[src/verilog/tetrisPkg.sv]
package tetrisPkg;

    // ####################
    // Board geometry
    // ####################
    localparam int BoardRows = 20;
    localparam int BoardCols = 10;
    localparam int BoardCells = BoardRows * BoardCols;
    localparam int SpawnCol = 5;
    localparam int SpawnRow = 1;
    localparam int PieceCount = 5;

    typedef enum logic [1:0] {KeyIdle, KeyLeft, KeyRight, KeyRotate} keyCode_t;
    typedef enum logic [1:0] {MoveLeft, MoveRight, MoveRotate, MoveDrop} moveKind_t;

    typedef logic [2:0] pieceType_t;
    typedef logic [1:0] rotation_t;
    // Signed so that cells off the board stay visible
    typedef logic signed [5:0] row_t;
    typedef logic signed [4:0] col_t;

    typedef logic [BoardCells-1:0] board_t;

    typedef struct packed {
        pieceType_t shape;
        rotation_t rot;
        row_t row;
        col_t col;
    } piece_t;

    typedef struct packed {
        row_t row;
        col_t col;
    } cell_t;

    typedef cell_t [3:0] cellSet_t;

    typedef struct packed {
        logic valid;
        moveKind_t kind;
        piece_t piece;
    } moveAction_t;

    typedef struct packed {
        moveAction_t act;
        cellSet_t cells;
    } shapedMove_t;

    typedef struct packed {
        logic valid;
        logic accept;
        logic lock;
        piece_t piece;
        cellSet_t cells;
    } verdict_t;

    // Fourth cell of T (0..3) and L (4..7), by rotation
    localparam row_t ExtraRow [8] = '{-1, 0, 1, 0, -1, 1, 1, -1};
    localparam col_t ExtraCol [8] = '{0, 1, 0, -1, 1, 1, -1, -1};

    function automatic cellSet_t pieceCells(input piece_t p);
        row_t dr [4];
        col_t dc [4];
        cellSet_t cells;
        case (p.shape)
            3'd0: begin
                dr = p.rot[0] ? '{-2, -1, 0, 1} : '{0, 0, 0, 0};
                dc = p.rot[0] ? '{0, 0, 0, 0} : '{-2, -1, 0, 1};
            end
            3'd1: begin
                dr = '{-1, -1, 0, 0};
                dc = '{0, 1, 0, 1};
            end
            3'd2, 3'd3: begin
                // Spine of three, then the odd cell
                dr = p.rot[0] ? '{-1, 0, 1, 0} : '{0, 0, 0, 0};
                dc = p.rot[0] ? '{0, 0, 0, 0} : '{-1, 0, 1, 0};
                dr[3] = ExtraRow[{p.shape[0], p.rot}];
                dc[3] = ExtraCol[{p.shape[0], p.rot}];
            end
            default: begin
                dr = p.rot[0] ? '{0, 0, -1, 1} : '{0, 0, -1, -1};
                dc = p.rot[0] ? '{-1, 0, -1, 0} : '{-1, 0, 0, 1};
            end
        endcase
        for (int i = 0; i < 4; i++) begin
            cells[i].row = p.row + dr[i];
            cells[i].col = p.col + dc[i];
        end
        return cells;
    endfunction

endpackage
[src/verilog/moveRequest.sv]
`timescale 1ns/10ps

module moveRequest #(
    parameter int TickCycles = 2 ** 25
) (
    input  logic                  clk,
    input  logic                  rstReg,
    input  tetrisPkg::keyCode_t   keyboardSignal,
    input  tetrisPkg::piece_t     activePiece,
    output tetrisPkg::moveAction_t action
);
    import tetrisPkg::*;

    localparam int CountWidth = (TickCycles > 1) ? $clog2(TickCycles) : 1;
    // Quiet cycles after an action, until its result is committed
    localparam int Gap = 3;

    keyCode_t prevKey;
    logic [CountWidth-1:0] tickCount;
    logic [1:0] busyCount;
    logic keyPending;
    logic dropPending;
    moveKind_t pendKind;
    moveKind_t keyKind;
    logic keyEvent;
    logic tick;

    function automatic piece_t stepPiece(input piece_t p, input moveKind_t k);
        piece_t n;
        n = p;
        case (k)
            MoveLeft: n.col = p.col - col_t'(1);
            MoveRight: n.col = p.col + col_t'(1);
            MoveRotate: n.rot = p.rot + rotation_t'(1);
            default: n.row = p.row + row_t'(1);
        endcase
        return n;
    endfunction

    assign keyEvent = (keyboardSignal != KeyIdle) && (keyboardSignal != prevKey);
    assign tick = (tickCount == CountWidth'(TickCycles - 1));

    always_comb begin
        case (keyboardSignal)
            KeyLeft: keyKind = MoveLeft;
            KeyRight: keyKind = MoveRight;
            default: keyKind = MoveRotate;
        endcase
    end

    always_ff @(posedge clk) begin
        if (rstReg) begin
            prevKey <= KeyIdle;
            tickCount <= '0;
            busyCount <= '0;
            keyPending <= 1'b0;
            dropPending <= 1'b0;
            pendKind <= MoveLeft;
            action <= '0;
        end else begin
            prevKey <= keyboardSignal;
            tickCount <= tick ? '0 : tickCount + 1'b1;
            action.valid <= 1'b0;

            // Keys win over gravity
            if (busyCount != 0) begin
                busyCount <= busyCount - 1'b1;
            end else if (keyPending) begin
                action <= '{valid: 1'b1, kind: pendKind, piece: stepPiece(activePiece, pendKind)};
                keyPending <= 1'b0;
                busyCount <= 2'(Gap);
            end else if (dropPending) begin
                action <= '{valid: 1'b1, kind: MoveDrop, piece: stepPiece(activePiece, MoveDrop)};
                dropPending <= 1'b0;
                busyCount <= 2'(Gap);
            end

            // New events land after the issue so they are never lost
            if (keyEvent) begin
                keyPending <= 1'b1;
                pendKind <= keyKind;
            end
            if (tick) begin
                dropPending <= 1'b1;
            end
        end
    end

endmodule

[config.mk]
export PLATFORM = sky130hd
export DESIGN_NAME = moveRequest
export DESIGN_NICKNAME = d
export VERILOG_FILES = /design/src/verilog/tetrisPkg.sv /design/src/verilog/moveRequest.sv
export SDC_FILE = /design/constraint.sdc
export NUM_CORES = 1
export LEC_CHECK = 0
export ABC_AREA = 1
export BUFFER_PORTS_ARGS = -buffer_cell sky130_fd_sc_hd__buf_2
export CAP_MARGIN = 10
export CORE_MARGIN = 2
export CORE_UTILIZATION = 61
export DETAILED_ROUTE_END_ITERATION = 10
export GPL_TIMING_DRIVEN = 0
export PLACE_DENSITY = 0.84
export SLEW_MARGIN = 5
export SYNTH_ARGS = -nofsm -noshare
export SYNTH_HDL_FRONTEND = slang
export SYNTH_SLANG_ARGS = --single-unit
[constraint.sdc]
create_clock -name clk -period 4.1 [get_ports clk]
set_input_delay 0.205 -clock clk [delete_from_list [all_inputs] [get_ports clk]]
set_output_delay 0.205 -clock clk [all_outputs]
set_load 0.01 [all_outputs]
Yosys cells after proc, flatten, opt, wreduce, memory -nomap -nowiden
Index checks and enable logic that the tools add are counted.
{"block": "classes", "addsub": 6, "multipliers": 0, "div_mod_pow": 0, "n_lt_le_gt_ge": 0, "eq_ne": 9, "shifts": 0, "n_mux": 14, "bitwise_logic": 1, "reduce_logical": 11}
{"op": "$mux 19", "count": 2}
{"op": "$add 25x1->25 const B", "count": 1}
{"op": "$eq 25x25->1 const B", "count": 1}
{"op": "$pmux 5 s2", "count": 1}
{"op": "$mux 2", "count": 4}
{"op": "$add 6x2->6 const B", "count": 1}
{"op": "$mux 6", "count": 1}
{"op": "$reduce_bool 2->1", "count": 3}
{"op": "$add 5x2->5 const B", "count": 1}
{"op": "$mux 1", "count": 5}
{"op": "$sub 5x2->5 const B", "count": 1}
{"op": "$eq 2x1->1 const B", "count": 2}
{"op": "$eq 2x2->1 const B", "count": 2}
{"op": "$ne 2x2->1 const B", "count": 2}
{"op": "$pmux 2 s2", "count": 1}
{"op": "$reduce_and 2->1", "count": 2}
{"op": "$reduce_or 2->1", "count": 2}
{"op": "$reduce_bool 3->1", "count": 1}
{"op": "$reduce_or 3->1", "count": 1}
{"op": "$add 2x1->2 const B", "count": 1}
{"op": "$logic_not 2->1", "count": 1}
{"op": "$ne 2x1->1 const B", "count": 1}
{"op": "$ne 2x2->1", "count": 1}
{"op": "$sub 2x1->2 const B", "count": 1}
{"op": "other kinds (2)", "count": 2}
{"block": "word_totals", "ff_bits": 52, "latchBits": 0, "ram_bits": 0, "romBits": 0, "in_bits": 20, "out_inout_bits": 19, "wordCells": 53, "mem_count": 0}

Longest topological paths before layout
Gate-level depths: netlist of the first run.
{"block": "logic_depth", "ltp_word": 4, "ltp_mapped": 10, "depth_no_buf": 10}

Worst setup path after synthesis of the first run
No wires, ideal clock.
{"block": "synth_timing", "path_type": "flip-flop to flip-flop", "startpoint": "register pendKind[1]", "endpoint": "register action[3] (netlist bit)", "setup_time_ps": 122, "arrival_ps": 1504, "path_slack_ps": 2475, "stages_incl_launch_ff": 8, "n_path_buf": 0, "period_less_slack_ps": 1625, "cell_sequence": "dfxtp_1 clkinv_1 nand2_1 ha_1 a21oi_1 a21oi_1 o21ai_0 a21oi_1"}
{"block": "synth_via", "elab_chain_cells": 3, "word_cells_on_any_way": 4, "cone_classes": "1 x eq/ne; 2 x mux; 1 x reduce/logical"}
{"item": "start, declared", "line_no": "moveRequest.sv:23", "text": "moveKind_t pendKind;"}
{"item": "start signal, assigned", "line_no": "moveRequest.sv:58", "text": "pendKind <= MoveLeft;"}
{"item": "start signal, assigned", "line_no": "moveRequest.sv:81", "text": "pendKind <= keyKind;"}
{"item": "$eq 2x1->1 / $logic_not 2->1 (equally long branches)", "line_no": "moveRequest.sv:31", "text": "case (k)"}
{"item": "$pmux 5 s2 (*)", "line_no": "moveRequest.sv:31"}
{"item": "$mux 19 (*)", "line_no": "moveRequest.sv:68", "text": "end else if (keyPending) begin"}
{"item": "end signal, assigned", "line_no": "moveRequest.sv:69", "text": "action <= '{valid: 1'b1, kind: pendKind, piece: stepPiece(activePiece, pendKind)};"}
{"item": "end signal, assigned", "line_no": "moveRequest.sv:73", "text": "action <= '{valid: 1'b1, kind: MoveDrop, piece: stepPiece(activePiece, MoveDrop)};"}
{"item": "end, declared", "line_no": "moveRequest.sv:10", "text": "output tetrisPkg::moveAction_t action"}
Every way passes the cells marked *; elsewhere a longest branch is shown, timed or not.
A chain may end at the register's enable or synchronous reset.

Worst setup path after layout of the first run
Ends and elaborated chain as after synthesis.

==> results of run 1 <==
[registers in the layout, summed over array words and instances, names as in the netlist]
name         count
tickCount       25
action          19
busyCount        2
pendKind         2
prevKey          2
dropPending      1
keyPending       1
[per-stage QoR]
step / setup slack [ps] / instance area (µm²) / instances
finish: 2110 / 3030 / 484
global placement: 2230 / 2950 / 477
floorplan: 2470 / 2700 / 388
detailed placement: 2180 / 2950 / 477
global route: 1880 / 3030 / 484
CTS: 2140 / 3030 / 484
[path summary, 6_finish.rpt]
check,depth (start not counted),startpoint,to
hold / removal,2,rstReg,pendKind[0]$_SDFFE_PP0P_
hold reg to reg,2,tickCount[23]$_SDFF_PP0_,tickCount[23]$_SDFF_PP0_
setup / recovery,7,pendKind[1]$_SDFFE_PP0P_,action[3]$_SDFFE_PP0P_
setup reg to reg,7,pendKind[1]$_SDFFE_PP0P_,action[3]$_SDFFE_PP0P_
[report_power, final]
group	internal, mW	switching [mW]	leakage [nW]
combinational	0.104	0.179	0.802
sequential	0.561	0.0312	0.424
clock	0.117	0.161	0.0410
[metal layers]
| layer | vias up | global-route usage (%) | share of wire [%] |
|---|---|---|---|
| li1 | 1336 | - | - |
| met2 | 76 | 40.8 | 45 |
| met3 | 8 | 4.56 | 6.1 |
| met4 | 0 | 6.08 | 0.87 |
| met1 | 1175 | 36.2 | 48 |
| met5 | - | 0 | 0 |
[synth_stat cells, types with 3 or more instances]
library cell	instances	share of area, %
nor2_4	3	1.3
dfxtp_1	52	39
nand2_1	83	12
a21oi_1	40	7.4
clkbuf_1	4	0.56
nand3b_1	7	1.9
o21ai_0	30	5.6
or2_2	3	0.69
xor2_1	7	2.3
nor2_1	66	9.2
nand3_1	17	3.1
ha_1	8	3.7
nand4_1	5	1.2
xnor2_1	6	1.9
inv_1	36	5.0
[kinds of logic (layout without fill, tap and decap cells)]
logic type	Yosys count	after routing
buffers and inverters	46	90
xor gates and xnor gates	13	13
DFF	52	52
AOI/OAI and AO/OA	75	75
and+or+nand+nor	193	193
adders and majority gates	9	9
[worst max-delay path: stages (launching register included)]
cell	delay (ps)
dfxtp_1	500
clkinv_1	310
nand2_1	260
ha_1	310
a21oi_1	180
a21oi_1	90
o21ai_0	160
a21oi_1	80
[cell type report]
| cell class | instances | area share [%] |
|---|---|---|
| Buffer | 9 | 1.82 |
| Clock buffer | 6 | 2.40 |
| Clock inverter | 1 | 0.165 |
| Inverter | 37 | 4.58 |
| Multi-Input combinational cell | 290 | 48.4 |
| Sequential cell | 52 | 34.4 |
| Tap cell | 52 | 2.15 |
| Timing Repair Buffer | 37 | 6.11 |
==> out/qor.yml, run 1 <==
logic_synthesis:
  synth_fp_nets: 417
  yosysUniqueCellTypes: 32
  synth_top_family_by_area: "simple AND/OR/NAND/NOR gates"
  yosysWarnings: 0
  yosysSeqAreaShare_pct: 38.5
  synth.cell_area_mm2: 0.00270
  async_flop_share_pct: 0
  synth_ff_type: "dfxtp_1"
  synth-compound-area-share_pct: 14.3
  syn_avg_cell_area_um2: 6.96
  synth-adder-area-share_pct: 4.45
  syn_inst: 388
  synth_seq_cells: 52
  synthSimpleGateAreaFrac_pct: 31.3
  synthMuxAreaShare_pct: 0
  synth_xor_area_share_pct: 4.21
  synth_edf_count: 0
flow_run:
  maxCapViolations: 0
clock_tree:
  cts_buffers: 5
  clockBufferDepth: 2
  cts.sinks: 52
  cts_setup_buffers: 0
  clk_pin_slew_ps: 90
  cts_tree: "done"
  clockRootBuffer: "clkbuf_8"
  insertion_delay_ps: 300
  h-tree-depth: 2
  holdBufCountCts: 0
  cts_resized: 0
detailed_routing:
  ant_nets: 0
  wire_per_inst_um: 12.4
  vias: 2595
  drc_errors: 0
  drt_iter0_drc: 201
  drt_first_pass_iters: 7
  finalWirelength_mm: 5.98
  routed_via_density: 5.36
timing:
  worst_pin_slew_ps: 478
  relSlewSlack_pct: 68.2
  final.setup.tns_ps: 0
  rsz0062_at_grt: "false"
  finClkSkew_ps: 4.86
  report.final.setup_viol: 0
  clock.fmax_mhz: 503
  holdWs_ps: 120
  slew_viol_final: 0
  post-route-period-util_pct: 48.5
  finalCriticalPeriod_ps: 1990
  hold_violations: 0
floorplan:
  die-area_mm2: 0.00498
  rows: 24
  start_util_pct: 62.5
  design.core.area_mm2: 0.00432
  die_h_um: 70.5
  die_w_um: 70.5
  pin_count: 39
placed_design:
  port_buffers: 37
  hpwl_mm: 4.47
  gp_congestion: 0.933
global_route:
  antenna_found_initial: 0
  grt_util_all_layers_pct: 25.5
  grt_pass1_wl_mm: 10.5
  grt.overflow.total: 0
  grt_max_degree: 15
  grt_pass1_vias: 2398
critical_path:
  start_kind: "register"
  regToRegSetupSlack_ps: 2110
  required_ps: 4290
  arrival_ps: 2180
  cp_max_fo: 9
  path_class: "reg -> reg"
  critPathCaptureType: "register"
cells_and_area:
  diodes: 0
  drive_gt1_share_pct: 14.1
  fin_util_pct: 70.1
  regArea_mm2: 0.00104
  nFillCells: 382
  multi_input_area_mm2: 0.00147
  final_nets: 461
  layout_commonest_cell: "nand2_1"
  final_cell_mix: "83 x nand2_1, 66 x nor2_1, 52 x dfxtp_1"
  synthToLayoutAreaGrowth_pct: 12.1
pwr:
  p_leak_nw: 1.27
  power.total_mw: 1.15
  vdd_drop_max_uv: 264
  powerDensity_mw_per_mm2: 381
status:
  status: "complete, no violations"
min_path:
  hold_path.class: "in -> reg"
No activity file was read; power rests on OpenSTA's default activity.
==> run 2, diff against run 1 <==
- CORE_UTILIZATION: 61 -> 51
- PLACE_DENSITY: 0.84 -> 0.75
- clock period: 4.1 -> 1.66 ns (I/O delays scaled with it)
==> out/qor.yml, run 2 (synthesized netlist as in run 1, its figures left out) <==
status:
  status: "complete, no violations"
timing:
  final.setup.tns_ps: 0  # unchanged
  report.final.setup_viol: 0  # unchanged
  finalCriticalPeriod_ps: 1540  # -449 ps
  relSlewSlack_pct: 72.4  # +4.2 points
  worst_pin_slew_ps: 413  # -64.9 ps
  hold_violations: 0  # unchanged
  finClkSkew_ps: 6.61  # +1.75 ps
  layout_setup_ws_ps: 121  # -1990 ps
  clock.fmax_mhz: 650  # +29%
  post-route-period-util_pct: 92.7  # +44 points
  rsz0062_at_grt: "false"
  holdWs_ps: 48.4  # -72.0 ps
  slew_viol_final: 0  # unchanged
detailed_routing:
  wl_met3_um: 282  # -23%
  routed.top_layer: "met4"
  ant_nets: 0  # unchanged
  routed_via_density: 5.13  # -4.4%
  wl_met2_mm: 3.07  # +14%
  wl_met1_mm: 2.75  # -4.5%
  drt_iter0_drc: 113  # -44%
  vias: 2610  # +0.58%
  drc_errors: 0  # unchanged
  wire_per_inst_um: 12.2  # -1.7%
  drt_first_pass_iters: 4  # -3
  finalWirelength_mm: 6.19  # +3.4%
pwr:
  vdd_drop_max_uv: 725  # +170%
  powerDensity_mw_per_mm2: 916  # +140%
  power.total_mw: 2.93  # +150%
  p_leak_nw: 1.31  # +3.5%
critical_path:
  cp_num_buf_inv: 1  # unchanged
  cp_max_fo: 10  # +1
  arrival_ps: 1730  # -450 ps
  regToRegSetupSlack_ps: 120  # -1990 ps
  critPathCaptureType: "register"
  r2r_cells: 9  # +2
  start_kind: "register"
  worstPathCellList: "ha_4 -> nand2_2 -> nor2_4 -> nand2_2 -> nor2_4 -> nand3_2 -> nand2_4 -> buf_6 -> a21oi_1"
  cpPeakStageDelay_ps: 390  # -110 ps
  cp_slowest_cell: "dfxtp_4"
  rr_startpoint: "tickCount[0]$_SDFF_PP0_"
  path_class: "reg -> reg"
  cpLargestDelayFamily: "simple AND/OR/NAND/NOR gates"
  rr_endpoint: "tickCount[13]$_SDFF_PP0_"
  required_ps: 1860  # -2430 ps
cells_and_area:
  top_register: "tickCount"
  fin_util_pct: 62.6  # -7.5 points
  drive_gt1_share_pct: 17.8  # +3.6 points
  final_nets: 467  # +1.3%
  nFillCells: 477  # +25%
  diodes: 0  # unchanged
  top_regs: "tickCount: 25 flops, action: 19 flops"
  largest_reg_flops: 25  # unchanged
  synthToLayoutAreaGrowth_pct: 18.3
  layout_commonest_cell: "nand2_1"
  final_cell_mix: "82 x nand2_1, 63 x nor2_1, 48 x dfxtp_1"
global_route:
  grt_pass1_wl_mm: 10.8  # +2.8%
  antenna_found_initial: 0  # unchanged
  grt_util_all_layers_pct: 22.3  # -3.1 points
  grt.overflow.total: 0  # unchanged
  grt_max_degree: 15  # unchanged
  grt_pass1_vias: 2471  # +3.0%
floorplan:
  die_w_um: 76.8  # +8.8%
  rows: 26  # +8.3%
  die-area_mm2: 0.00590  # +18%
  pin_count: 39  # unchanged
  start_util_pct: 52.9  # -9.6 points
  design.core.area_mm2: 0.00511  # +18%
  die_h_um: 76.8  # +8.8%
clock_tree:
  clockRootBuffer: "clkbuf_8"
  cts_tree: "done"
  clk_pin_slew_ps: 90  # about the same
  h-tree-depth: 2  # unchanged
  clockBufferDepth: 2  # unchanged
  insertion_delay_ps: 310  # about the same
  cts_buffers: 5  # unchanged
  cts.sinks: 52  # unchanged
min_path:
  hp-start: "keyboardSignal[1]"
  hold_path.class: "in -> reg"
  holdPathEnd: "prevKey[1]$_SDFF_PP0_"
  hold_depth: 3  # +1
placed_design:
  port_buffers: 37  # unchanged
  gp_congestion: 0.855  # -8.3%
  place_ws_ps: -337  # -2520 ps
  hpwl_mm: 4.55  # +1.8%
flow_run:
  maxCapViolations: 0  # unchanged
## run 2: cell types whose count changed in the layout (fill, tap and decap cells not counted), moves of 2 or more
cell / before / now
dfxtp_1: 52 / 48
nor2_1: 66 / 63
dfxtp_2: 0 / 2
dlygate4sd3_1: 0 / 4
ha_4: 0 / 2
ha_1: 8 / 6
dfxtp_4: 0 / 2
buf_4: 1 / 3
clkbuf_2: 0 / 2
nor2_2: 1 / 3
## run 2: cell type report
| class | count | area, µm² | share of cell area [%] |
|---|---|---|---|
| Inverter | 37 | 144 | 4.50 |
| Tap cell | 70 | 87.6 | 2.74 |
| Sequential cell | 52 | 1050 | 32.9 |
| Clock buffer | 8 | 90.1 | 2.82 |
| Multi-Input combinational cell | 290 | 1530 | 47.7 |
| Timing Repair Buffer | 43 | 240 | 7.51 |
| Buffer | 9 | 57.6 | 1.80 |
## run 2: timing repair
| action | CTS | global route |
|---|---|---|
| pin swaps | 1 | 0 |
| endpoints found under the hold margin | 6 | 0 |
| resized for setup | 7 | 17 |
| hold buffers | 4 | 0 |
| setup buffers | 2 | 0 |
| endpoints found under the setup margin | 25 | 38 |
## run 2: power by group
part	switching [mW]	leakage, nW	internal, mW	total [mW]
Clock	0.401	0.0455	0.341	0.741
Combinational	0.449	0.841	0.278	0.727
Sequential	0.0745	0.426	1.39	1.46
Total	0.924	1.31	2.01	2.93
## run 2: through the flow
stage | instances | area, µm²
6_report | 509 | 3200
5_1_grt | 509 | 3200
4_1_cts | 509 | 3140
3_5_place_dp | 495 | 2970
3_3_place_gp | 495 | 2970
2_1_floorplan | 388 | 2700
## run 2: per-layer routing
metal | up-vias | track usage, %
met2 | 59 | 38.9
li1 | 1348 | -
met1 | 1194 | 26.3
met4 | 0 | 7.82
met3 | 9 | 6.00
met5 | - | 0
## run 2: worst max path at each step
stage,cells after the start,slack (ps),to,from
2_1_floorplan,7,30,action[3]$_SDFFE_PP0P_,pendKind[1]$_SDFFE_PP0P_
4_1_cts,7,10,action[3]$_SDFFE_PP0P_,pendKind[1]$_SDFFE_PP0P_
3_3_place_gp,7,-240,action[3]$_SDFFE_PP0P_,pendKind[1]$_SDFFE_PP0P_
3_5_place_dp,7,-340,action[3]$_SDFFE_PP0P_,pendKind[1]$_SDFFE_PP0P_
6_report,9,120,tickCount[13]$_SDFF_PP0_,tickCount[0]$_SDFF_PP0_
5_1_grt,10,0.3,action[4]$_SDFFE_PP0P_,pendKind[1]$_SDFFE_PP0P_
## run 2: worst register-to-register path, cell delays in order (launching register included)
cell	delay (ps)
dfxtp_4	390
ha_4	170
nand2_2	70
nor2_4	140
nand2_2	100
nor2_4	140
nand3_2	90
nand2_4	110
buf_6	160
a21oi_1	60
